`config.mk`:
```
export PLATFORM = sky130hd
export DESIGN_NAME = phase_accumulator
export DESIGN_NICKNAME = d
export VERILOG_FILES = /design/src/source/dds_pkg.sv /design/src/source/phase_accumulator.sv
export SDC_FILE = /design/constraint.sdc
export NUM_CORES = 1
export LEC_CHECK = 0
export ABC_AREA = 1
export BUFFER_PORTS_ARGS = -buffer_cell sky130_fd_sc_hd__buf_2
export CAP_MARGIN = 5
export CORE_MARGIN = 5
export CORE_UTILIZATION = 64
export DETAILED_ROUTE_END_ITERATION = 10
export PLACE_DENSITY = 0.87
export SKIP_CTS_REPAIR_TIMING = 1
export SYNTH_ARGS = -nofsm -noshare
export SYNTH_HDL_FRONTEND = slang
export SYNTH_SLANG_ARGS = --single-unit
```
`constraint.sdc`:
```
create_clock -name dac_clk -period 8.8 [get_ports dac_clk]
set_input_delay 1.76 -clock dac_clk [delete_from_list [all_inputs] [get_ports dac_clk]]
set_output_delay 1.76 -clock dac_clk [all_outputs]
set_load 0.1 [all_outputs]
```
`src/source/dds_pkg.sv`:
```
// shared widths, register kinds and structs for the multi-channel DDS
// phase and sample widths are fixed here and are not module parameters
package dds_pkg;

  // phase word width, one full turn is 2^PHASE_BITS
  localparam int PHASE_BITS = 32;
  // signed output sample width
  localparam int SAMPLE_WIDTH = 16;
  // dither LFSR width, one word per lane
  localparam int LFSR_BITS = 16;

  typedef logic [PHASE_BITS-1:0] phase_t;
  typedef logic signed [SAMPLE_WIDTH-1:0] sample_t;

  // register kinds on the config write port
  typedef enum logic [1:0] {
    REG_PHASE_INC    = 2'd0,
    REG_PHASE_OFFSET = 2'd1,
    // data bit 0 is the dither enable
    REG_CONTROL      = 2'd2,
    // global command, channel and data ignored
    REG_SYNC         = 2'd3
  } reg_kind_e;

  // one write request, 42 bits
  typedef struct packed {
    reg_kind_e  kind;
    logic [7:0] channel;
    phase_t     data;
  } cfg_write_t;

  // live settings of one channel, 65 bits
  typedef struct packed {
    phase_t phase_inc;
    phase_t phase_offset;
    logic   dither_en;
  } channel_cfg_t;

endpackage

```
`src/source/phase_accumulator.sv`:
```
// per-channel phase accumulator producing one phase per lane each clock
// lane phases follow the increment only once it has been stable one cycle
`timescale 1ns/100ps

module phase_accumulator import dds_pkg::*; #(
  parameter int PARALLEL_SAMPLES = 4
) (
  input  logic                           dac_clk,
  input  logic                           dac_reset,
  input  channel_cfg_t                   channel_cfg,
  input  logic                           sync,
  output phase_t [PARALLEL_SAMPLES-1:0]  lane_phase,
  output logic                           first
);

  // inc_mult[i] holds (i+1) times the increment
  phase_t [PARALLEL_SAMPLES-1:0] inc_mult;
  // phase of lane 0 before the offset is added
  phase_t cycle_phase;
  // set while cycle_phase holds the value zeroed by sync
  logic zero_flag;
  // extra phase of each lane over lane 0
  phase_t [PARALLEL_SAMPLES-1:0] lane_step;

  always_ff @(posedge dac_clk) begin
    if (dac_reset) begin
      inc_mult    <= '0;
      cycle_phase <= '0;
      zero_flag   <= 1'b0;
      first       <= 1'b0;
    end else begin
      // multiples follow the settings one cycle late
      for (int i = 0; i < PARALLEL_SAMPLES; i++) begin
        inc_mult[i] <= phase_t'(channel_cfg.phase_inc * phase_t'(i + 1));
      end
      // a whole block moves on by PARALLEL_SAMPLES increments
      if (sync) begin
        cycle_phase <= '0;
      end else begin
        cycle_phase <= cycle_phase + inc_mult[PARALLEL_SAMPLES-1];
      end
      zero_flag <= sync;
      // the block built from the zeroed cycle phase is the marked one
      first <= zero_flag;
    end
  end

  always_comb begin
    lane_step[0] = '0;
    for (int i = 1; i < PARALLEL_SAMPLES; i++) begin
      lane_step[i] = inc_mult[i-1];
    end
  end

  // lane phase = offset + cycle phase + i * increment, wrapping mod 2^32
  always_ff @(posedge dac_clk) begin
    for (int i = 0; i < PARALLEL_SAMPLES; i++) begin
      lane_phase[i] <= channel_cfg.phase_offset + cycle_phase + lane_step[i];
    end
  end

endmodule

```
* Word-level counts from Yosys, hierarchy flattened *
Index checks and enable logic that the tools add are counted.

storage, ports and cells
  flip-flop bits (word level) = 290
  input bits = 68
  logic and storage cells = 20

cells by class
  $add $sub $neg = 5
  multiply operators = 1
  reductions and logical operators = 1

operators with widths
  operator               count
  $add 32x32->32         5
  $mul 32x2->32 const B  1
  $reduce_or 2->1        1

* Longest topological paths before layout *
  depth after elaboration = 2
  gate-level depth with buffers = 25
  mapped depth without buffers = 25

* Worst setup path before layout *
No wires, ideal clock.

  path type = input -> register
  start = input port channel_cfg[3] in the netlist's numbering
  end = register lane_phase[93] in the netlist's numbering
  data arrival time = 4.396 ns
  required time = 8.688 ns
  setup slack = 4.292 ns
  cell stages on the path = 21
  path buffers = 0
  path through = ha_1 -> inv_1 -> fa_1 -> o21ai_2 -> a21oi_1 -> inv_1 -> nand2_1 -> nand2_1 -> nand2_1 -> nand2_1 -> xor2_1 -> ha_1 -> inv_1 -> o21bai_1 -> a31o_2 -> a21oi_1 -> nor2_1 -> nor2_1 -> nand2_1 -> nand2_1 -> nand2_1

between the ends
  cells in the longest elaborated chain, start to end = 2

RTL lines
  item                            RTL line                 source
  start: declaration              phase_accumulator.sv:10  input channel_cfg_t channel_cfg,
  $add 32x32->32 (2 in series)    phase_accumulator.sv:58  lane_phase[i] <= channel_cfg.phase_offset + cycle_phase + lane_step[i];
  end signal: indexed assignment  phase_accumulator.sv:58
  end: declaration                phase_accumulator.sv:12  output phase_t [PARALLEL_SAMPLES-1:0] lane_phase,

No other way between the ends.
A chain may end at the register's enable or synchronous reset.

* Worst setup path in the final report *
  start = input port channel_cfg[3] in the netlist's numbering
  end = register lane_phase[127] in the netlist's numbering

Same word-level chain as after synthesis.

==> summary.md <==
| Metric | Value |
|---|---|
| Clk_lat worst skew | `0.56 ns` |
| Final setup viols | `0` |
| Worst hold slack | `0.4257 ns` |
| Global-route wire length before repair | `87110 µm` |
| Pin count of the biggest net entering global routing | `43` |
| Final setup margin | `3.710 ns` |
| Layout cell share with drive strength beyond 1 | `0.1157` |
| Critical Path Sink Type | `register` |
| Critical path's largest stage delay | `0.78 ns` |
| Slew headroom | `0.2097` |
| Startpoint Class | `input pin` |
| Warnings from Yosys | `0` |
| Vias per inst | `5.992` |
| Synthesized area per cell | `6.820 µm²` |
| Post-Place Setup Slack | `3.263 ns` |
| CTS tree | `done` |
| Die area | `27840 µm²` |
| Status | `complete, no violations` |
| Placed cell area | `17110 µm²` |
| Max-cap violations | `0` |
| Fmax | `196.5 MHz` |
| Multi-input logic area | `10230 µm²` |
| Fill count | `1927` |
| Fin crit share | `0.5784` |
| Syn Inst Count | `2309` |
| Post-synth EDFFs | `0` |
| DRT antenna net count | `0` |
| Synthesis-to-finish area growth | `14.44%` |
| CTS Buf Count | `24` |
| FP Rows | `57` |
| RSZ-0062 raised after global routing | `no` |
| Critical path type | `input pin to register` |
| Max Slew Vio Count | `0` |
| Most used cell, CP | `a21oi_1` |
| Number of global-route vias before repair | `16540` |
| Grt total ovfl | `0` |
| Fin crit period | `5.090 ns` |
| Critical Path RT | `9.31 ns` |
| Final HPWL DP | `44880 µm` |
| Starting Density | `0.6494` |
| Die height | `166.9 µm` |
| 1st-iter DRT viols | `1880` |
| CP top delay family | `compound AO/OA/AOI/OAI gates` |
| Register area | `4424 µm²` |
| Leakage | `9.183 nW` |
| Clk_skew | `0.02575 ns` |
| Dominant synthesized flop cell | `dfxtp_1` |
| Sequential area share after synthesis | `0.2809` |
| Tot GR Track Use | `0.3917` |
| Clk sinks | `221` |
| Clock transition at the registers of the reported paths | `0.07 ns` |
| Initial antenna violation count | `0` |
| Fin nets | `2779` |
| DR pass1 iterations | `6` |
| Residual DRC | `0` |
| Power density over the cells | `287.4 nW/µm²` |
| Via count | `17180` |
| Synthesized area | `15750 µm²` |
| Gpl congestion | `1.025` |
| Die Wd | `166.9 µm` |
| Worst Path Arrival | `5.60 ns` |
| Longest Clk Path Bufs | `3` |
| Synth Register Bits | `221` |
| VDD IR max | `328.1 µV` |
| Design Area, Final | `18020 µm²` |
| I/O Pins | `197` |
| Ys async rst share | `0` |
| Core Footprint | `24250 µm²` |
| CTS H-tree depth | `1` |
| Worst slew pin tran | `1.177 ns` |
| Crit-path max FO | `4` |
| Buffers on Ports | `195` |
| WL/cell | `19.82 µm` |
| Post-layout util | `0.7432` |
| CP Cell Sequence | `buf_2, ha_1, inv_1, fa_1, o21ai_2, a21oi_1, o21ai_2, xor2_1, ha_1, a21oi_1, o21ai_0, a21oi_1, nand2_1, a21oi_1, nand3_1, nand2_1` |
| HP Class | `register to register` |
| Setup TNS | `0 ns` |
| CP max stage cell | `xor2_1` |
| Post-synth net total | `2565` |
| Final hold viol count | `0` |
| CP Buf/Inv Count | `2` |
| Root Driver | `clkbuf_16` |
| Netlist cell types | `47` |
| WL final | `56830 µm` |
[where the power goes]
| group | leakage, nW | switching, mW | internal (mW) |
|---|---|---|---|
| clock network | 0.435 | 0.463 | 0.691 |
| registers | 1.85 | 0.105 | 1.22 |
| logic | 6.90 | 2.21 | 0.492 |
[routing by layer]
metal,GRT usage,wire [µm],vias to the layer above,share of wire
met3,0.08035,6230,262,0.11
met2,0.6337,24820,980,0.44
met4,0.2458,4399,0,0.077
met1,0.4767,21380,7805,0.38
met5,0,0,-,0
li1,-,-,8133,-
[placed cells by master (no fill, tap or decap), types with 16 or more instances in the layout]
| cell type | n |
|---|---|
| ha_1 | 182 |
| a21oi_1 | 241 |
| a21o_1 | 21 |
| dfxtp_1 | 221 |
| clkbuf_16 | 24 |
| xnor2_1 | 24 |
| nand2_1 | 529 |
| o21ai_0 | 119 |
| nand4_1 | 16 |
| nand3_1 | 119 |
| nor2_1 | 285 |
| nor3_1 | 41 |
| inv_1 | 274 |
| xor2_1 | 64 |
| buf_2 | 195 |
| o21bai_1 | 29 |
[cells in the mapped netlist (all sizes together), types with 4 or more instances]
| cell type | n | share of area |
|---|---|---|
| nand4 | 16 | 0.0064 |
| clkbuf | 6 | 0.0014 |
| nor3 | 44 | 0.015 |
| nor2 | 287 | 0.069 |
| xnor2 | 24 | 0.013 |
| ha | 182 | 0.14 |
| o21a | 14 | 0.0067 |
| a31oi | 12 | 0.0048 |
| a21oi | 246 | 0.080 |
| or2 | 4 | 0.0016 |
| a31o | 4 | 0.0022 |
| inv | 277 | 0.066 |
| fa | 6 | 0.0076 |
| nand2 | 542 | 0.13 |
| o21ai | 140 | 0.048 |
| a21o | 21 | 0.010 |
| nand3b | 7 | 0.0033 |
| nand3 | 121 | 0.039 |
| buf | 5 | 0.0019 |
| xor2 | 64 | 0.036 |
| o21bai | 30 | 0.015 |
| dfxtp | 221 | 0.28 |
| nor4 | 12 | 0.0048 |
| o211ai | 8 | 0.0041 |
[path summary, 6_finish.rpt]
kind | cells past startpoint | endpoint | slack (ns) | from
setup / recovery | 16 | lane_phase[127]$_DFF_P_ | 3.71 | channel_cfg[3]
hold / removal | 2 | first$_SDFF_PP0_ | 0.43 | zero_flag$_SDFF_PP0_
setup reg to reg | 15 | lane_phase[127]$_DFF_P_ | 4.66 | cycle_phase[2]$_SDFF_PP0_
hold reg to reg | 2 | first$_SDFF_PP0_ | 0.43 | zero_flag$_SDFF_PP0_
[stage by stage]
step | instances | total power [mW]
after floorplan | 2309 | 3.448
after global placement | 2821 | 3.943
after detailed placement | 2821 | 3.987
after CTS | 2865 | 5.133
after global routing | 2865 | 5.355
final | 2867 | 5.179
[logic make-up (layout without fill, tap and decap cells)]
logic type,count (synthesis),count (layout),synth area share
xor gates and xnor gates,88,88,0.04894
other,0,2,0
DFF,221,221,0.2809
and+or+nand+nor,1039,1039,0.2733
AOI/OAI and AO/OA,484,484,0.1750
buffers and inverters,289,521,0.06960
adders and majority gates,188,188,0.1522
[sequential cells by signal, summed over array words and instances, names as in the netlist]
| name | flops |
|---|---|
| zero_flag | 1 |
| lane_phase | 126 |
| first | 1 |
| cycle_phase | 30 |
| inc_mult | 63 |
[cell type report]
| cell class | instances | area share |
|---|---|---|
| multi-input cells | 1799 | 0.5675 |
| flip-flops and latches | 221 | 0.2455 |
| inverters | 278 | 0.05790 |
| repair buffers | 199 | 0.05582 |
| clock buffers | 29 | 0.03659 |
| well taps | 324 | 0.02250 |
| clock inverters | 15 | 0.01389 |
| diodes | 2 | 0.0002777 |
[worst reg2reg max path: stages (launching register included)]
cell and delay, ns:
dfxtp_1 0.36, ha_1 0.19, inv_1 0.05, fa_1 0.42
o21ai_2 0.23, a21oi_1 0.18, o21ai_2 0.22, xor2_1 0.78
ha_1 0.44, a21oi_1 0.21, o21ai_0 0.20, a21oi_1 0.17
nand2_1 0.16, a21oi_1 0.29, nand3_1 0.11, nand2_1 0.07
(Power assumes the default switching activity.)
