## src/source/dds_pkg.sv

```systemverilog
// shared widths, register kinds and structs for the multi-channel DDS
// phase and sample widths are fixed here and are not module parameters
package dds_pkg;

  // phase word width, one full turn is 2^PHASE_BITS
  localparam int PHASE_BITS = 32;
  // signed output sample width
  localparam int SAMPLE_WIDTH = 16;
  // dither LFSR width, one word per lane
  localparam int LFSR_BITS = 16;

  typedef logic [PHASE_BITS-1:0] phase_t;
  typedef logic signed [SAMPLE_WIDTH-1:0] sample_t;

  // register kinds on the config write port
  typedef enum logic [1:0] {
    REG_PHASE_INC    = 2'd0,
    REG_PHASE_OFFSET = 2'd1,
    // data bit 0 is the dither enable
    REG_CONTROL      = 2'd2,
    // global command, channel and data ignored
    REG_SYNC         = 2'd3
  } reg_kind_e;

  // one write request, 42 bits
  typedef struct packed {
    reg_kind_e  kind;
    logic [7:0] channel;
    phase_t     data;
  } cfg_write_t;

  // live settings of one channel, 65 bits
  typedef struct packed {
    phase_t phase_inc;
    phase_t phase_offset;
    logic   dither_en;
  } channel_cfg_t;

endpackage

```

## src/source/dds_config_regs.sv

```systemverilog
// config register block with a four-phase req/ack write port
// cfg_write must stay stable while cfg_req is high; no readback
`timescale 1ns/100ps

module dds_config_regs import dds_pkg::*; #(
  parameter int CHANNELS = 2
) (
  input  logic                         dac_clk,
  input  logic                         dac_reset,
  input  logic                         cfg_req,
  input  cfg_write_t                   cfg_write,
  output logic                         cfg_ack,
  output channel_cfg_t [CHANNELS-1:0]  channel_cfg,
  output logic                         sync
);

  // a new request is taken only while ack is low
  logic wr_accept;

  assign wr_accept = cfg_req && !cfg_ack;

  always_ff @(posedge dac_clk) begin
    if (dac_reset) begin
      cfg_ack     <= 1'b0;
      sync        <= 1'b0;
      channel_cfg <= '0;
    end else begin
      // sync is a single cycle pulse
      sync <= 1'b0;
      if (wr_accept) begin
        // apply and acknowledge on the same edge
        cfg_ack <= 1'b1;
        // sync is global, so the channel field does not matter
        if (cfg_write.kind == REG_SYNC) begin
          sync <= 1'b1;
        end
        // channels at or above CHANNELS match nothing here
        // and the write is only acknowledged
        for (int c = 0; c < CHANNELS; c++) begin
          if (cfg_write.channel == 8'(c)) begin
            case (cfg_write.kind)
              REG_PHASE_INC: begin
                channel_cfg[c].phase_inc <= cfg_write.data;
              end
              REG_PHASE_OFFSET: begin
                channel_cfg[c].phase_offset <= cfg_write.data;
              end
              REG_CONTROL: begin
                channel_cfg[c].dither_en <= cfg_write.data[0];
              end
              default: begin
                // REG_SYNC has no per-channel field
                channel_cfg[c] <= channel_cfg[c];
              end
            endcase
          end
        end
      end else if (!cfg_req) begin
        // master has released req, close the handshake
        cfg_ack <= 1'b0;
      end
    end
  end

  // ack only rises in answer to a request
  ack_needs_req: assert property (
    @(posedge dac_clk) disable iff (dac_reset)
    $rose(cfg_ack) |-> $past(cfg_req)
  ) else $error("cfg_ack rose without cfg_req");

  // the handshake keeps sync from repeating on back to back edges
  sync_single: assert property (
    @(posedge dac_clk) disable iff (dac_reset)
    sync |=> !sync
  ) else $error("sync high for two cycles");

endmodule

```

## config.mk

```make
export PLATFORM = sky130hd
export DESIGN_NAME = dds_config_regs
export DESIGN_NICKNAME = d
export VERILOG_FILES = /design/src/source/dds_pkg.sv /design/src/source/dds_config_regs.sv
export SDC_FILE = /design/constraint.sdc
export NUM_CORES = 1
export LEC_CHECK = 0
export ABC_AREA = 1
export BUFFER_PORTS_ARGS = -buffer_cell sky130_fd_sc_hd__buf_2
export CAP_MARGIN = 25
export CORE_ASPECT_RATIO = 0.9
export CORE_MARGIN = 2
export CORE_UTILIZATION = 46
export CTS_BUF_LIST = sky130_fd_sc_hd__clkbuf_8
export CTS_CLUSTER_DIAMETER = 50
export DETAILED_ROUTE_END_ITERATION = 10
export PLACE_DENSITY = 0.8
export SKIP_CTS_REPAIR_TIMING = 1
export SLEW_MARGIN = 20
export SYNTH_ARGS = -nofsm -noshare
export SYNTH_HDL_FRONTEND = slang
export SYNTH_SLANG_ARGS = --single-unit
```

## constraint.sdc

```tcl
create_clock -name dac_clk -period 3.9 [get_ports dac_clk]
set_input_delay 0.39 -clock dac_clk [delete_from_list [all_inputs] [get_ports dac_clk]]
set_output_delay 0.39 -clock dac_clk [all_outputs]
set_load 0.02 [all_outputs]
```

* Yosys cells after proc, flatten, opt, wreduce, memory -nomap -nowiden *
Index checks and enable logic that the tools add are counted.

word-level totals
  word-level logic and storage cells = 28
  output and inout bits = 132
  bits in registers = 132
  input port bits = 45

cells by class
  eq/ne operators = 5
  multiplexer cells = 3
  bitwise logic cells = 1
  reduce and logical (&&, ||, !) cells = 11

operators with widths
  operator            number
  $reduce_and 3->1    6
  $eq 8x1->1 const B  1
  $logic_not 8->1     1
  $eq 2x2->1 const B  2
  $mux 1              3
  $eq 2x1->1 const B  1
  $logic_not 2->1     1
  $ne 2x1->1 const B  1
  $reduce_or 2->1     1
  $logic_and 1x1->1   1
  $logic_not 1->1     1
  $not 1->1           1

* Logic depth before layout (Yosys ltp) *
Gate-level depths: netlist (run 1).

  depth in word-level cells = 4
  mapped depth = 9

* Worst setup path before layout (run 1) *
Ideal clock, no wire load.

  path kind = flip-flop to flip-flop
  start = reg cfg_ack
  end = reg channel_cfg[100] (netlist name)
  data arrival time = 1.287 ns
  data required time = 3.790 ns
  setup slack = 2.503 ns
  stages on the path, launching flop included = 9
  buffers on the path = 2
  path through = dfxtp_1 nor2_4 nand2_1 nor2_2 buf_4 buf_4 nand4_1 nand2_1 nor2_1

between the ends
  longest elaborated chain between the ends = 3

ends and longest elaborated chain
  what                               RTL line               text
  start: declaration                 dds_config_regs.sv:12  output logic cfg_ack,
  start signal: assignment           dds_config_regs.sv:24  cfg_ack <= 1'b0;
  start signal: assignment           dds_config_regs.sv:32  cfg_ack <= 1'b1;
  start signal: assignment           dds_config_regs.sv:60  cfg_ack <= 1'b0;
  $logic_not 1->1                    dds_config_regs.sv:20  assign wr_accept = cfg_req && !cfg_ack;
  $logic_and 1x1->1                  dds_config_regs.sv:20
  $reduce_and 3->1 (no source line)  --
  end signal: indexed assignment     dds_config_regs.sv:53  channel_cfg[c] <= channel_cfg[c];
  end: declaration                   dds_config_regs.sv:13  output channel_cfg_t [CHANNELS-1:0] channel_cfg,

Every way passes these cells.
A chain may end at the register's enable or synchronous reset.

* Worst setup path in the final report (run 1) *
  start = reg cfg_ack
  end = reg channel_cfg[53] (netlist name)

The elaborated chain is that of the path after synthesis.

==> flow_summary.yaml, run 1 <==
status:
  status: "completed"
logic_synthesis:
  ys_seq_area_frac: 0.408
  ys_types: 15
  syn_avg_cell_area_um2: 6.23
  yosysWarnings: 0
  synth_nets: 1085
  synth_area_um2: 6480
  syn_inst: 1040
  ys_seq_elements: 132
timing:
  fin_ws_ns: 1.55
  maxSlewHeadroom: 0.448
  worst-slew-pin-transition_ns: 0.827
  clock.fmax_ghz: 0.425
  rsz0062_at_grt: "no"
  finClkSkew_ns: 0.00673
  period_minus_slack_ns: 2.35
  fin_tns_setup_ns: 0
  period_share: 0.603
  finalHoldViolCount: 0
  setup_viol: 0
  drv_slew: 0
grt:
  grt_usage: 0.242
  grt_antenna_before_repair: 0
  grt_pass1_wl_um: 28500
  first_global_vias: 5706
  grt_max_degree: 70
  overflow: 0
clocking:
  clockBufferDepth: 2
  cts-root-buf: "clkbuf_8"
  numCtsBuffers: 17
  htree_num_levels: 4
  path_clk_slew_ns: 0.07
  cts.sinks: 132
  cts_tree: "yes"
  insertion_delay_ns: 0.45
layout:
  multi_input_area_um2: 2430
  final_cells: 1381
  area_growth_syn_to_layout_pct: 19.5
  final_nets: 1221
  seq_area_um2: 2640
  mostFrequentLayoutCell: "inv_1"
  mostFrequentLayoutCells: "296 x inv_1, 264 x nand2_1, 176 x buf_2, 136 x nor2_1, 132 x dfxtp_1"
  nFillCells: 1389
  antenna_cells: 0
  drive_gt1_frac: 0.190
min_path:
  hp-class: "in2reg"
floorplan:
  ios: 177
  die_w_um: 129
  core.rowCount: 41
  die_area_um2: 15000
  die_h_um: 117
  core_area_um2: 13900
  start_util: 0.466
worst_setup_path:
  critPathLaunchType: "flip-flop"
  critPathKind: "reg2reg"
  path_max_fanout: 69
  crit_arrival_ns: 2.75
  crit_required_ns: 4.29
  end_kind: "flip-flop"
pwr:
  p_int_mw: 1.93
  finalPower_mw: 2.60
  switching_share: 0.258
  pwr-share-seq: 0.518
  clock_power_share: 0.413
  comb_power_share: 0.069
  power.density_nw_per_um2: 336
  p_switching_uw: 671
  ir_drop_uv: 208
  leakagePower_nw: 4.25
drt:
  wl_per_cell_um: 13.0
  drc: 0
  dr.pass1.iters: 5
  routed_via_density: 4.71
  postRouteAntennaNets: 0
  wirelength_um: 18000
  drtIter0Drc: 608
  vias: 6503
placement:
  place_ws_ns: 1.37
  hpwl_um: 11500
  port_buffers: 176
  dp.cells: 1350
  place.gp.congestion: 0.822
run:
  maxCapViolCount: 0
[worst max-delay path, stage by stage (launching register included)]
cell and delay (ns):
dfxtp_1 0.34, nor2_4 0.11, buf_4 0.61, nand3_2 0.78, nand2_1 0.26, inv_1 0.06
nor2_1 0.09
[synth_stat cells (all sizes together)]
cell type,n,area share
clkbuf,19,0.011
dfxtp,132,0.41
nand2,264,0.15
buf,49,0.038
nor2,142,0.086
nand3,6,0.0062
nor3,1,0.00077
nand4,130,0.13
inv,297,0.17
[flip-flops by register name, indices dropped and copies added (netlist names)]
register     flops
cfg_ack          1
channel_cfg    130
sync             1
[cell families after synthesis]
family,Yosys count,share of synthesized area
buffers and inverters,365,0.221
AND/OR/NAND/NOR,543,0.371
flip-flops,132,0.408
[power by group through the flow]
stage / registers (mW) / clock network [mW] / logic (mW)
final: 1.35 / 1.08 / 0.179
after floorplan: 1.38 / 0 / 0.112
after detailed placement: 1.38 / 0 / 0.175
after global placement: 1.38 / 0 / 0.175
after CTS: 1.35 / 1.10 / 0.176
after global routing: 1.35 / 1.16 / 0.197
[final cells by class]
cell class,count,area share
repair buffers,185,0.122
clock buffers,20,0.0355
flip-flops and latches,132,0.341
well taps,193,0.0312
multi-input cells,543,0.314
clock inverters,11,0.0111
inverters,297,0.144
[stage by stage]
stage	util	instance area, µm²	hold WS (ns)
after CTS	0.557	7740	0.134
final	0.557	7740	0.161
after floorplan	-	6480	0.462
after global routing	0.557	7740	0.147
after global placement	0.531	7380	0.493
after detailed placement	0.531	7380	0.492
[path summary, 6_finish.rpt]
check | start | end | slack (ns) | cells after the start
max reg2reg | cfg_ack | channel_cfg[53] | 1.55 | 6
max | cfg_ack | channel_cfg[53] | 1.55 | 6
min reg2reg | channel_cfg[27] | channel_cfg[27] | 0.51 | 4
min | dac_reset | cfg_ack | 0.16 | 2
[per-layer routing]
layer	GRT usage	share of wire	vias up
met5	0	0	-
met2	0.391	0.46	249
li1	-	-	3320
met4	0.0775	0.016	0
met3	0.0632	0.080	28
met1	0.318	0.45	2906
Power figures use the tool's default switching activity.
==> run 2, diff against run 1 <==
- ABC_AREA: 1 -> 0
- PLACE_DENSITY: 0.8 -> 0.86
- clock period: 3.9 -> 1.9 ns (I/O delays scaled with it)
==> run 2 against run 1 <==
Compared with the run above:
- clock power rose by 110%
- critical path depth fell by 2
- die area fell by 19%
- non-clock buffer count rose by 1
- highest routed layer unchanged
==> flow_summary.yaml, run 2 <==
status:
  status: "completed"
clocking:
  insertion_delay_ns: 0.41
  path_clk_slew_ns: 0.07
  cts_tree: "yes"
  cts.sinks: 132
  cts-root-buf: "clkbuf_8"
  numCtsBuffers: 17
  htree_num_levels: 4
  clockBufferDepth: 2
logic_synthesis:
  synth_mux_area_frac: 0.248
  synth_nets: 518
  synth-async-reset-ratio: 0
  synth_area_um2: 5240
  ys_types: 13
  ys_seq_area_frac: 0.504
  ys.flop_type: "dfxtp_1"
  yosys.area_share.simple: 0.221
  yosys.area.top_type: "dfxtp_1"
  synth_compound_area_frac: 0
  synth_top_family_by_area: "multiplexers"
  synth_fa_ha_area_frac: 0
  syn_inst: 473
  yosys.area.top_type_share: 0.504
  synth_area_leaders: "dfxtp_1 50%, mux2i_1 25%, nand2b_1 19%, clkbuf_1 1.4%, buf_2 0.96%"
  ys_seq_elements: 132
  yosysWarnings: 0
  netlist_top_cells_count: "162 x nand2b_1, 132 x dfxtp_1, 130 x mux2i_1, 19 x clkbuf_1, 10 x buf_2"
  synth_xor_area_frac: 0
  syn_avg_cell_area_um2: 11.1
  synth_edf_count: 0
  yosysMostFrequentCell: "nand2b_1"
drt:
  wl_per_cell_um: 15.3
  vias: 3949
  dr.pass1.iters: 4
  drtIter0Drc: 226
  routed_via_density: 4.86
  drc: 0
  wirelength_um: 12400
  postRouteAntennaNets: 0
min_path:
  hp-class: "in2reg"
placement:
  place.gp.congestion: 0.806
  port_buffers: 176
  hpwl_um: 8530
  dp.cells: 780
  dpl_cell_area_um2: 6290
layout:
  final_cells: 812
  antenna_cells: 0
  final_util: 0.609
  area_growth_syn_to_layout_pct: 27.3
  drive_gt1_frac: 0.333
  mostFrequentLayoutCell: "buf_2"
  mostFrequentLayoutCells: "176 x buf_2, 162 x nand2b_1, 132 x dfxtp_1, 130 x mux2i_1, 19 x clkbuf_8"
  fin_area_um2: 6670
  final_nets: 692
  largestRegisters: "channel_cfg: 130 flops, cfg_ack: 1 flops, sync: 1 flops"
  largest_reg_flops: 130
  top_register: "channel_cfg"
pwr:
  pwr-share-seq: 0.527
  comb_power_share: 0.043
  leakagePower_nw: 3.53
  p_switching_mw: 1.26
  ir_drop_uv: 487
  power.density_nw_per_um2: 788
  clock_power_share: 0.430
  p_int_mw: 4.00
  switching_share: 0.239
floorplan:
  core.rowCount: 36
  die_area_um2: 12300
  ios: 177
  die_w_um: 116
  start_util: 0.479
  die_h_um: 105
  core_area_um2: 10900
worst_setup_path:
  slowest_stage: "nor4b_4"
  crit_required_ns: 2.24
  critPathLaunchType: "flip-flop"
  worstPathCellList: "nor4b_4 -> and4_1 -> buf_12 -> mux2i_1"
  critPathKind: "reg2reg"
  path_max_fanout: 22
  end_kind: "flip-flop"
  crit_arrival_ns: 2.01
  max_stage_delay_ns: 0.47
grt:
  grt_usage: 0.206
  overflow: 0
  grt_max_degree: 82
  first_global_vias: 4095
  grt_pass1_wl_um: 20000
  grt_antenna_before_repair: 0
timing:
  period_minus_slack_ns: 1.67
  worst-slew-pin-transition_ns: 0.581
  setup_viol: 0
  maxSlewHeadroom: 0.613
  drv_slew: 0
  finalHoldViolCount: 0
  clock.fmax_ghz: 0.599
  rsz0062_at_grt: "no"
  fin_tns_setup_ns: 0
  period_share: 0.879
  finClkSkew_ns: 0.00836
run:
  maxCapViolCount: 0
run 2: path summary, 6_finish.rpt:
kind,startpoint,end,slack [ns],cells after the start
max reg2reg,cfg_ack,channel_cfg[26],0.23,4
max,cfg_ack,channel_cfg[26],0.23,4
min,cfg_req,cfg_ack,0.03,2
min reg2reg,channel_cfg[30],channel_cfg[30],0.47,2
run 2: metal layers:
layer,part of all wire,vias to the layer above,GRT usage
met4,0.014,0,0.0723
met3,0.065,18,0.0610
met5,0,-,0
met1,0.44,1873,0.260
met2,0.48,136,0.333
li1,-,1922,-
run 2: logic make-up (layout without fill, tap and decap cells):
logic type	after synthesis	after routing
AND/OR/NAND/NOR	180	180
multiplexers	130	130
flip-flops	132	132
buffers and inverters	31	218
run 2: through the flow:
stage	power, mW	hold slack [ns]	setup slack (ns)
after global routing	5.43	0.0417	0.158
after floorplan	2.97	0.318	0.302
final	5.25	0.0312	0.230
after global placement	3.05	0.443	0.389
after CTS	5.30	0.00775	0.233
after detailed placement	3.06	0.452	0.247
run 2: layout make-up:
type	instances	area, µm²
fill	882	4280
sequential	132	2640
multi-input combinational	310	2460
timing repair buffer	186	993
clock buffer	19	262
tap	152	190
clock inverter	13	123
run 2: critical path, delay by kind of cell, from the launching register on:
family / cells / cell delay [ns]
buffers and inverters: 1 / 0.21
multiplexers: 1 / 0.21
AND/OR/NAND/NOR: 2 / 0.79
flip-flops: 1 / 0.36
run 2: power by group through the flow:
stage          clock, mW  sequential [mW]  combinational [mW]
4_1_cts             2.30             2.77               0.224
5_1_grt             2.42             2.77               0.241
3_3_place_gp           0             2.83               0.215
3_5_place_dp           0             2.83               0.223
2_1_floorplan          0             2.84               0.132
6_report            2.26             2.77               0.224
