## config.mk

```make
export PLATFORM = sky130hd
export DESIGN_NAME = dither_lfsr
export DESIGN_NICKNAME = d
export VERILOG_FILES = /design/src/source/dds_pkg.sv /design/src/source/dither_lfsr.sv
export SDC_FILE = /design/constraint.sdc
export NUM_CORES = 1
export LEC_CHECK = 0
export BUFFER_PORTS_ARGS = -buffer_cell sky130_fd_sc_hd__buf_2
export CORE_ASPECT_RATIO = 0.8
export CORE_MARGIN = 3
export CORE_UTILIZATION = 32
export CTS_CLUSTER_SIZE = 40
export DETAILED_ROUTE_END_ITERATION = 6
export PLACE_DENSITY_LB_ADDON = 0.12
export SLEW_MARGIN = 20
export SYNTH_ARGS = -nofsm -noshare
export SYNTH_HDL_FRONTEND = slang
export SYNTH_SLANG_ARGS = --single-unit
```

## constraint.sdc

```tcl
create_clock -name dac_clk -period 1.5 [get_ports dac_clk]
set_clock_uncertainty 0.05 [all_clocks]
set_input_delay 0.225 -clock dac_clk [delete_from_list [all_inputs] [get_ports dac_clk]]
set_output_delay 0.225 -clock dac_clk [all_outputs]
set_load 0.1 [all_outputs]
```

## src/source/dds_pkg.sv

```systemverilog
// shared widths, register kinds and structs for the multi-channel DDS
// phase and sample widths are fixed here and are not module parameters
package dds_pkg;

  // phase word width, one full turn is 2^PHASE_BITS
  localparam int PHASE_BITS = 32;
  // signed output sample width
  localparam int SAMPLE_WIDTH = 16;
  // dither LFSR width, one word per lane
  localparam int LFSR_BITS = 16;

  typedef logic [PHASE_BITS-1:0] phase_t;
  typedef logic signed [SAMPLE_WIDTH-1:0] sample_t;

  // register kinds on the config write port
  typedef enum logic [1:0] {
    REG_PHASE_INC    = 2'd0,
    REG_PHASE_OFFSET = 2'd1,
    // data bit 0 is the dither enable
    REG_CONTROL      = 2'd2,
    // global command, channel and data ignored
    REG_SYNC         = 2'd3
  } reg_kind_e;

  // one write request, 42 bits
  typedef struct packed {
    reg_kind_e  kind;
    logic [7:0] channel;
    phase_t     data;
  } cfg_write_t;

  // live settings of one channel, 65 bits
  typedef struct packed {
    phase_t phase_inc;
    phase_t phase_offset;
    logic   dither_en;
  } channel_cfg_t;

endpackage

```

## src/source/dither_lfsr.sv

```systemverilog
// 16-bit maximal Fibonacci LFSR, unrolled to PARALLEL_SAMPLES steps per clock
// SEED must be nonzero; lane i sees the i-th consecutive state
`timescale 1ns/100ps

module dither_lfsr import dds_pkg::*; #(
  parameter int               PARALLEL_SAMPLES = 4,
  parameter logic [LFSR_BITS-1:0] SEED         = 16'hace1
) (
  input  logic                                        dac_clk,
  input  logic                                        dac_reset,
  output logic [PARALLEL_SAMPLES-1:0][LFSR_BITS-1:0]  lfsr_words
);

  logic [LFSR_BITS-1:0] state;
  // chain of states, entry 0 is the register itself
  logic [PARALLEL_SAMPLES:0][LFSR_BITS-1:0] chain;

  // one step with taps 16,15,13,4, shifting toward the msb
  function automatic logic [LFSR_BITS-1:0] lfsr_step(input logic [LFSR_BITS-1:0] s);
    logic feedback;
    feedback = s[15] ^ s[14] ^ s[12] ^ s[3];
    return {s[LFSR_BITS-2:0], feedback};
  endfunction

  always_comb begin
    chain[0] = state;
    for (int i = 0; i < PARALLEL_SAMPLES; i++) begin
      chain[i+1] = lfsr_step(chain[i]);
    end
  end

  // every lane gets its own state of this clock's run
  always_comb begin
    for (int i = 0; i < PARALLEL_SAMPLES; i++) begin
      lfsr_words[i] = chain[i];
    end
  end

  always_ff @(posedge dac_clk) begin
    if (dac_reset) begin
      state <= SEED;
    end else begin
      // jump ahead by the full lane count
      state <= chain[PARALLEL_SAMPLES];
    end
  end

  // all-zero is the lock-up state of this feedback
  state_nonzero: assert property (
    @(posedge dac_clk) disable iff (dac_reset)
    state != '0
  ) else $error("dither LFSR reached the all-zero state");

endmodule

```

# Word-level counts from Yosys, hierarchy flattened
# Index checks and enable logic that the tools add are counted.
[word_totals]
register_bits = 16
word_cells = 13
[op_classes]
n_bitwise = 12
[ops]
columns = ["operator", "count"]
rows = [
  ["$xor 1x1->1", 12],
]

# Logic depth before layout (Yosys ltp)
# Gate-level depths: netlist of the first run.
[depth]
word_depth = 3
mapped_depth = 3
depth_no_buf = 3

# Worst setup path after synthesis of the first run
# No wires, ideal clock.
[synth_timing]
path_type = "register to output"
startpoint = "register state[12]"
endpoint = "output port lfsr_words[16] (netlist bit)"
required_ps = 1225
path_slack_ps = 110
n_path_buf = 1
stages_incl_launch_ff = 4
t_arrival_ps = 1115
path_cell_list = "dfxtp_1 -> xnor2_1 -> xnor2_1 -> buf_4"
[synth_lines]
columns = ["element", "line_no", "text"]
rows = [
  ["from (decl)", "dither_lfsr.sv:14", "logic [LFSR_BITS-1:0] state;"],
  ["from (signal assigned)", "dither_lfsr.sv:44", "state <= chain[PARALLEL_SAMPLES];"],
  ["to (decl)", "dither_lfsr.sv:11", "output logic [PARALLEL_SAMPLES-1:0][LFSR_BITS-1:0] lfsr_words"],
]

==> results of run 1 <==
## per-stage QoR
step / utilization / instance area, um^2 / hold slack [ps]
6_report: 0.451 / 1310 / 276
5_1_grt: 0.451 / 1310 / 283
4_1_cts: 0.440 / 1270 / 273
3_5_place_dp: 0.401 / 1160 / 439
3_3_place_gp: 0.401 / 1160 / 436
2_1_floorplan: - / 1010 / 247
## metal layers
layer,up-vias,share of wire
met4,0,0.0042
met1,260,0.41
met5,-,0
li1,290,-
met3,2,0.096
met2,32,0.49
## worst max-delay path, stage by stage (launching register included)
cell and delay [ps]:
sky130_fd_sc_hd__dfxtp_2 330, sky130_fd_sc_hd__buf_6 110, sky130_fd_sc_hd__xnor2_2 120, sky130_fd_sc_hd__xnor2_1 130, sky130_fd_sc_hd__buf_4 180, sky130_fd_sc_hd__buf_12 180
## path summary, 6_finish.rpt
path                            slack, ps                  from              endpoint  depth (start not counted)
worst max-delay path                  -70  state[14]$_SDFF_PP0_        lfsr_words[33]                          5
worst min-delay path                  280             dac_reset  state[12]$_SDFF_PP0_                          2
worst max register to register        300  state[12]$_SDFF_PP0_   state[0]$_SDFF_PP1_                          4
worst min register to register        440   state[8]$_SDFF_PP0_  state[12]$_SDFF_PP0_                          1
## cell usage in the layout, fill, tap and decap left out, drive strengths merged
master / instances
xnor2: 7
and2b: 2
nor2b: 6
nand2b: 1
or2: 7
clkbuf: 9
buf: 69
dfxtp: 16
xor2: 5
## logic make-up after synthesis
| kind of cell | synth area share |
|---|---|
| and+or+nand+nor | 0.104 |
| buffers and inverters | 0.477 |
| xor gates and xnor gates | 0.104 |
| DFF | 0.316 |
## area by class of cell
| type | instances | share of cell area |
|---|---|---|
| Tap cell | 38 | 0.0364 |
| Multi-Input combinational cell | 28 | 0.193 |
| Timing Repair Buffer | 74 | 0.477 |
| Sequential cell | 16 | 0.251 |
| Clock buffer | 4 | 0.0422 |
## timing repair
action / 4_1_cts / 5_1_grt
endpoints found under the setup margin: 6 / 11
setup buffers: 3 / 0
pin swaps: 4 / 3
resized for setup: 11 / 7
==> parameters.txt, run 1 <==
Parameter                              Value

Finish
  Layout Nets ... 125
  Multi-input gate area in the final layout ... 251 um^2
  Synthesis-to-finish area growth ... 28.6%
  Registers with the most flip-flops ... state: 16 flops
  Final cell count without fillers ... 160
  Sequential standard cell area ... 328 um^2
  Number of flip-flops under the largest register name ... 16
  Filler cell count ... 280
  Number of diodes added for antenna fixing ... 0
  Fraction of final layout cells with drive strength greater than 1 ... 0.795
  Largest Register ... state

Logic synthesis
  Area share of the largest cell type after synthesis ... 0.473
  Net Count, Synth ... 111
  Top cell type by total area after synthesis ... sky130_fd_sc_hd__buf_4
  Number of distinct library cells after synthesis ... 9
  Most numerous cell in the Yosys netlist ... sky130_fd_sc_hd__buf_4
  Post-synth top cells ... sky130_fd_sc_hd__buf_4, sky130_fd_sc_hd__dfxtp_1, sky130_fd_sc_hd__or2_2, sky130_fd_sc_hd__xnor2_1, sky130_fd_sc_hd__nor2b_1
  Post-synthesis sequential area ratio ... 0.316
  Most instantiated flip-flop cell in the synthesis netlist ... sky130_fd_sc_hd__dfxtp_1
  Async SR Flop Fraction ... 0
  Synthesized area per cell ... 9.31 um^2
  Cells taking the most area after synthesis ... sky130_fd_sc_hd__buf_4, sky130_fd_sc_hd__dfxtp_1, sky130_fd_sc_hd__xnor2_1, sky130_fd_sc_hd__or2_2, sky130_fd_sc_hd__xor2_1
  Synthesized cell area ... 1010 um^2
  Count of flip-flops with a built-in enable after synthesis ... 0
  Number of warnings reported in the yosys synthesis log ... 0
  Post-Syn Instances ... 109
  Register bit count reported by yosys ... 16

STA
  Maximum clock rate ... 635 MHz
  Fin crit share ... 1.05
  Total Neg Setup Slack ... -337 ps
  Setup repair after global routing missed its margin ... true
  Min cycle time layout ... 1570 ps
  PnR worst setup slack ... -74.0 ps
  Transition time at the pin with the least slew margin ... 489 ps
  Final Hold Violating Endpoints ... 0
  Count of final max-slew check failures ... 0
  Max transition margin ... 0.676
  Final setup vio count ... 6

Global routing
  Initial antenna violation count ... 0
  Met1 capacity usage during global routing ... 0.0904
  Largest net degree at the start of global routing ... 17
  Via count of the first global-routing pass ... 490
  Met2 demand-to-capacity share in global routing ... 0.140
  Global-route wire length before repair ... 2.39 mm
  GRT Util Overall ... 0.0823
  Layer with the highest usage ... met2
  Grt met3 use ... 0.0360
  Global-route congestion overflow total ... 0

Place
  Setup WS pre-CTS ... 47.8 ps
  Buffers added on ports ... 65
  Placer Congestion ... 0.603
  Cell count after placement ... 153

Clocking
  Root cell of the clock tree ... sky130_fd_sc_hd__clkbuf_8
  Clock buffer count from CTS ... 3
  Level count of the clock H-tree ... 1
  Clock Pin Slew Worst Setup and Hold Paths ... 60 ps
  Hold buffers post-CTS ... 0
  Number of buffers on the longest clock path ... 2
  Number of clock sinks ... 16
  Clock latency on the worst-skew pair ... 240 ps
  CTS tree ... done

Die
  Starting utilization of the core area ... 0.351
  Die height ... 56.4 um
  I/O pin count ... 66
  Core ar. ... 2890 um^2
  Die outline area ... 3890 um^2
  DIE WIDTH ... 69.0 um
  Rows ... 17

Routing
  Average routed wire per standard cell ... 10.4 um
  Remaining DRCs ... 0
  First drt pass iteration count ... 2
  Routed vias/inst ... 3.65
  Total wire length after detailed routing ... 1.66 mm
  Total via count in the routed design ... 584
  Detailed router's first-iteration violation count ... 5
  DRT antenna net count ... 0

Worst setup path
  Critical path arrival ... 1300 ps
  Worst path required time ... 1220 ps
  Setup crit start kind ... flip-flop
  Highest fanout seen on the critical path ... 4
  Element type at the critical path end ... output port
  Critical path class ... reg2out

Status
  Failing checks ... negative setup slack
  Status ... finished, violations left

Flow run
  Reported max-cap violation count ... 0

Worst hold path
  Path type of the worst min-delay path ... in2reg
Power of run 1 is left out: the tool's default activity adds up to more than one toggle a clock period on the data nets, which glitch-free logic cannot reach.
==> inputs of run 2 (changes only) <==
Settings changed: PLACE_DENSITY_LB_ADDON 0.12 to default.
==> run 2 against run 1 <==
The flow still finishes with violations (negative setup slack). First-iteration DRC count is 140% higher. Sequential cell count stayed put. Utilization is 0.69 points higher. Non-clock buffer count stayed put. Clock-buffer cell count stayed put. Fmax is 3.3% lower.
==> parameters.txt, run 2 (same netlist as run 1, synthesis figures left out) <==
Parameter                              Value

Status
  Status ... finished, violations left
  Failing checks ... negative setup slack

Routing
  First drt pass iteration count ... 2
  Total wire length after detailed routing ... 1.81 mm
  Remaining DRCs ... 0
  Detailed router's first-iteration violation count ... 12
  Routed vias/inst ... 3.78
  Average routed wire per standard cell ... 11.3 um
  DRT antenna net count ... 0
  Total via count in the routed design ... 604

Global routing
  Global-route congestion overflow total ... 0
  Met2 demand-to-capacity share in global routing ... 0.140
  Met1 capacity usage during global routing ... 0.108
  Layer with the highest usage ... met2
  Grt met3 use ... 0.0520
  Global-route wire length before repair ... 2.55 mm
  Largest net degree at the start of global routing ... 17
  Via count of the first global-routing pass ... 520
  Initial antenna violation count ... 0
  GRT Util Overall ... 0.0914

STA
  Max transition margin ... 0.675
  Fin crit share ... 1.09
  Setup repair after global routing missed its margin ... true
  Total Neg Setup Slack ... -546 ps
  Count of final max-slew check failures ... 0
  Final Hold Violating Endpoints ... 0
  PnR worst setup slack ... -128 ps
  Final setup vio count ... 6
  Maximum clock rate ... 614 MHz
  Min cycle time layout ... 1630 ps
  Transition time at the pin with the least slew margin ... 491 ps

Clocking
  Number of buffers on the longest clock path ... 2
  Root cell of the clock tree ... sky130_fd_sc_hd__clkbuf_8
  CTS tree ... done
  Number of clock sinks ... 16
  Clock buffer count from CTS ... 3
  Clock latency on the worst-skew pair ... 240 ps
  Clock Pin Slew Worst Setup and Hold Paths ... 60 ps
  Level count of the clock H-tree ... 1

Die
  Die height ... 56.4 um
  Rows ... 17
  I/O pin count ... 66
  Starting utilization of the core area ... 0.351
  Core ar. ... 2890 um^2
  Die outline area ... 3890 um^2
  DIE WIDTH ... 69.0 um

Finish
  Final cell count without fillers ... 160
  Final standard cell area without fillers ... 1330 um^2
  Registers with the most flip-flops ... state: 16 flops
  Core occupancy in the finished layout ... 0.458
  Number of diodes added for antenna fixing ... 0
  Layout Nets ... 125
  Most common library cell in the layout ignoring fill and taps ... sky130_fd_sc_hd__buf_2
  Fraction of final layout cells with drive strength greater than 1 ... 0.811
  Largest Register ... state
  Top library cells by usage in the layout, fill and taps aside ... sky130_fd_sc_hd__buf_2, sky130_fd_sc_hd__buf_12, sky130_fd_sc_hd__buf_4, sky130_fd_sc_hd__dfxtp_1, sky130_fd_sc_hd__or2_2
  Synthesis-to-finish area growth ... 30.6%
  Number of flip-flops under the largest register name ... 16

Place
  Cell count after placement ... 153
  Placer Congestion ... 0.669
  Final HPWL from detailed placement ... 1.37 mm
  Placed cell area ... 1170 um^2
  Buffers added on ports ... 65

Worst setup path
  Worst path required time ... 1220 ps
  Critical Path Start ... state[14]$_SDFF_PP0_
  Delay-heaviest family, CP ... buffers and inverters
  Crit path buffers/inverters ... 3
  Count of cells along the worst register-to-register path ... 5
  Crit path to ... lfsr_words[50]
  Element type at the critical path end ... output port
  Total number of cells along the worst setup path ... 5
  Launch instance of the worst register-to-register path ... state[14]$_SDFF_PP0_
  Highest fanout seen on the critical path ... 4
  Critical-path cell list ... buf_6 -> xnor2_2 -> xnor2_1 -> buf_4 -> buf_12
  Cell type of the slowest stage on the worst timing path ... sky130_fd_sc_hd__dfxtp_2
  Setup crit start kind ... flip-flop
  Critical path class ... reg2out
  Critical path arrival ... 1350 ps
  End of the worst register-to-register path ... state[3]$_SDFF_PP0_
  Max stage delay on crit path ... 330 ps
  Worst setup slack for register-to-register paths ... 280 ps

Flow run
  Reported max-cap violation count ... 0

Worst hold path
  Path type of the worst min-delay path ... in2reg
-- run 2: cell count changes in the layout (fill, tap and decap cells not counted), sizes merged --
cell / previous run / this run
buf: 69 / 72
clkbuf: 9 / 6
-- run 2: layout make-up --
| type | instances | area, um^2 |
|---|---|---|
| Sequential cell | 16 | 333 |
| Timing Repair Buffer | 74 | 623 |
| Clock buffer | 4 | 55.1 |
| Tap cell | 38 | 47.5 |
| Fill cell | 269 | 1570 |
| Multi-Input combinational cell | 28 | 267 |
-- run 2: stage by stage --
| step | hold WS [ps] | worst slack [ps] |
|---|---|---|
| floorplan | 247 | 110 |
| global placement | 427 | 50.3 |
| detailed placement | 440 | 54.0 |
| CTS | 280 | -131 |
| global route | 307 | -183 |
| finish | 282 | -128 |
-- run 2: routing by layer --
layer	up-vias	part of all wire	wire (um)
li1	287	-	-
met1	265	0.41	738
met2	50	0.43	778
met3	2	0.16	285
met4	0	0.0061	11
met5	-	0	0
-- run 2: how the worst min path moves through the flow --
| stage | startpoint | to | slack, ps | cells past startpoint |
|---|---|---|---|---|
| 3_5_place_dp | state[5]$_SDFF_PP1_ | state[9]$_SDFF_PP0_ | 440 | 1 |
| 6_report | dac_reset | state[14]$_SDFF_PP0_ | 280 | 2 |
| 4_1_cts | dac_reset | state[14]$_SDFF_PP0_ | 280 | 2 |
| 3_3_place_gp | state[6]$_SDFF_PP1_ | state[10]$_SDFF_PP1_ | 430 | 1 |
| 5_1_grt | dac_reset | state[2]$_SDFF_PP0_ | 310 | 2 |
| 2_1_floorplan | dac_reset | state[12]$_SDFF_PP0_ | 250 | 1 |
-- run 2: repair_timing --
action,CTS,global route
resized for setup,17,5
pin swaps,5,3
buffers inserted,4,0
endpoints found under the hold margin,0,0
setup endpoints to repair,6,8
hold buffers,0,0
Power of run 2 is left out for the same reason.
==> inputs of run 3 (changes only) <==
Settings changed: CORE_UTILIZATION 32 to 40, PLACE_DENSITY from default to 0.77.
==> run 3 against run 2 <==
The flow still finishes with violations (negative setup slack). Critical path depth unchanged. Utilization increased by 11 points. Non-clock buffer count decreased by 1. Routed wire length decreased by 7.1%. Sequential cell count unchanged.
==> parameters.txt, run 3 (same netlist as run 1, synthesis figures left out) <==
Parameter                              Value

Die
  Core ar. ... 2270 um^2
  Starting utilization of the core area ... 0.447
  I/O pin count ... 66
  Rows ... 15
  Die height ... 51.1 um
  DIE WIDTH ... 62.3 um
  Die outline area ... 3180 um^2

STA
  Min cycle time layout ... 1640 ps
  Count of final max-slew check failures ... 0
  Worst-case hold slack ... 224 ps
  Maximum clock rate ... 610 MHz
  Final Hold Violating Endpoints ... 0
  Max transition margin ... 0.675
  PnR worst setup slack ... -140 ps
  Fin crit share ... 1.09
  Transition time at the pin with the least slew margin ... 491 ps
  Final setup vio count ... 6
  Setup repair after global routing missed its margin ... true

Clocking
  Number of clock sinks ... 16
  Number of buffers on the longest clock path ... 2
  Clock buffer count from CTS ... 3
  Hold buffers post-CTS ... 0
  Level count of the clock H-tree ... 1
  Clock Pin Slew Worst Setup and Hold Paths ... 90 ps
  Root cell of the clock tree ... sky130_fd_sc_hd__clkbuf_4
  CTS tree ... done
  Clock latency on the worst-skew pair ... 280 ps

Routing
  Remaining DRCs ... 0
  Routed vias/inst ... 3.81
  Total via count in the routed design ... 587
  First drt pass iteration count ... 2
  Average routed wire per standard cell ... 10.9 um
  Total wire length after detailed routing ... 1.69 mm
  DRT antenna net count ... 0
  Detailed router's first-iteration violation count ... 1

Status
  Failing checks ... negative setup slack
  Status ... finished, violations left

Worst setup path
  Highest fanout seen on the critical path ... 4
  Element type at the critical path end ... output port
  Cell type of the slowest stage on the worst timing path ... sky130_fd_sc_hd__dfxtp_2
  Critical path arrival ... 1370 ps
  Worst path required time ... 1220 ps
  Critical path class ... reg2out
  Setup crit start kind ... flip-flop
  Critical-path cell list ... buf_6 -> xnor2_4 -> xnor2_1 -> buf_4 -> buf_12
  Max stage delay on crit path ... 350 ps

Flow run
  Reported max-cap violation count ... 0

Worst hold path
  Path type of the worst min-delay path ... in2reg

Finish
  Synthesis-to-finish area growth ... 27.3%
  Fraction of final layout cells with drive strength greater than 1 ... 0.808
  Number of diodes added for antenna fixing ... 0
  Layout Nets ... 124
  Largest Register ... state
  Number of flip-flops under the largest register name ... 16
  Most common library cell in the layout ignoring fill and taps ... sky130_fd_sc_hd__buf_2
  Top library cells by usage in the layout, fill and taps aside ... sky130_fd_sc_hd__buf_2, sky130_fd_sc_hd__clkbuf_4, sky130_fd_sc_hd__buf_12
  Registers with the most flip-flops ... state: 16 flops

Global routing
  Global-route wire length before repair ... 2.58 mm
  Via count of the first global-routing pass ... 545
  GRT Util Overall ... 0.104
  Global-route congestion overflow total ... 0
  Largest net degree at the start of global routing ... 17
  Initial antenna violation count ... 0

Place
  Placer Congestion ... 0.646
  Final HPWL from detailed placement ... 1.33 mm
  Buffers added on ports ... 65
run 3: cell types whose count changed in the layout (fill, tap and decap cells not counted), sizes merged:
cell	change
clkbuf	+8
buf	-10
run 3: stage by stage:
stage	TNS, ps	area, um^2	util	setup WS, ps	cells
final	-746	1290	0.569	-140	154
after global placement	0	1170	0.513	34.2	149
after floorplan	0	1010	-	110	109
after global routing	-1230	1290	0.569	-211	154
after CTS	-965	1230	0.543	-190	154
after detailed placement	0	1170	0.513	13.8	149
run 3: final cells by class:
type / count / area, um^2
sequential: 16 / 333
clock buffer: 3 / 22.5
tap: 34 / 42.5
fill: 200 / 980
multi-input combinational: 28 / 267
timing repair buffer: 73 / 627
run 3: critical path, delay by kind of cell, from the launching register on:
kind | cells | cell delay, ps
xor+xnor | 2 | 250
flops | 1 | 350
buf+inv | 3 | 490
run 3: worst paths after layout:
kind                        start                    to  slack [ps]  depth (start not counted)
max          state[14]$_SDFF_PP0_        lfsr_words[16]        -140                          5
min                     dac_reset  state[12]$_SDFF_PP0_         220                          2
max reg2reg  state[14]$_SDFF_PP0_   state[3]$_SDFF_PP0_         300                          5
min reg2reg   state[5]$_SDFF_PP1_   state[9]$_SDFF_PP0_         450                          1
run 3: metal layers:
| metal | vias up | wire length, um | track usage |
|---|---|---|---|
| met5 | - | 0 | 0 |
| met4 | 0 | 0 | 0.0110 |
| met3 | 0 | 175 | 0.0615 |
| met2 | 39 | 830 | 0.186 |
| met1 | 263 | 679 | 0.109 |
| li1 | 285 | - | - |
run 3: repair_timing:
| action | 4_1_cts | 5_1_grt |
|---|---|---|
| pin swaps | 1 | 1 |
| resized for setup | 11 | 16 |
| hold endpoints to repair | 0 | 0 |
| setup buffers | 3 | 0 |
| endpoints found under the setup margin | 6 | 12 |
| cloned | 0 | 0 |
Power of run 3 is left out for the same reason.
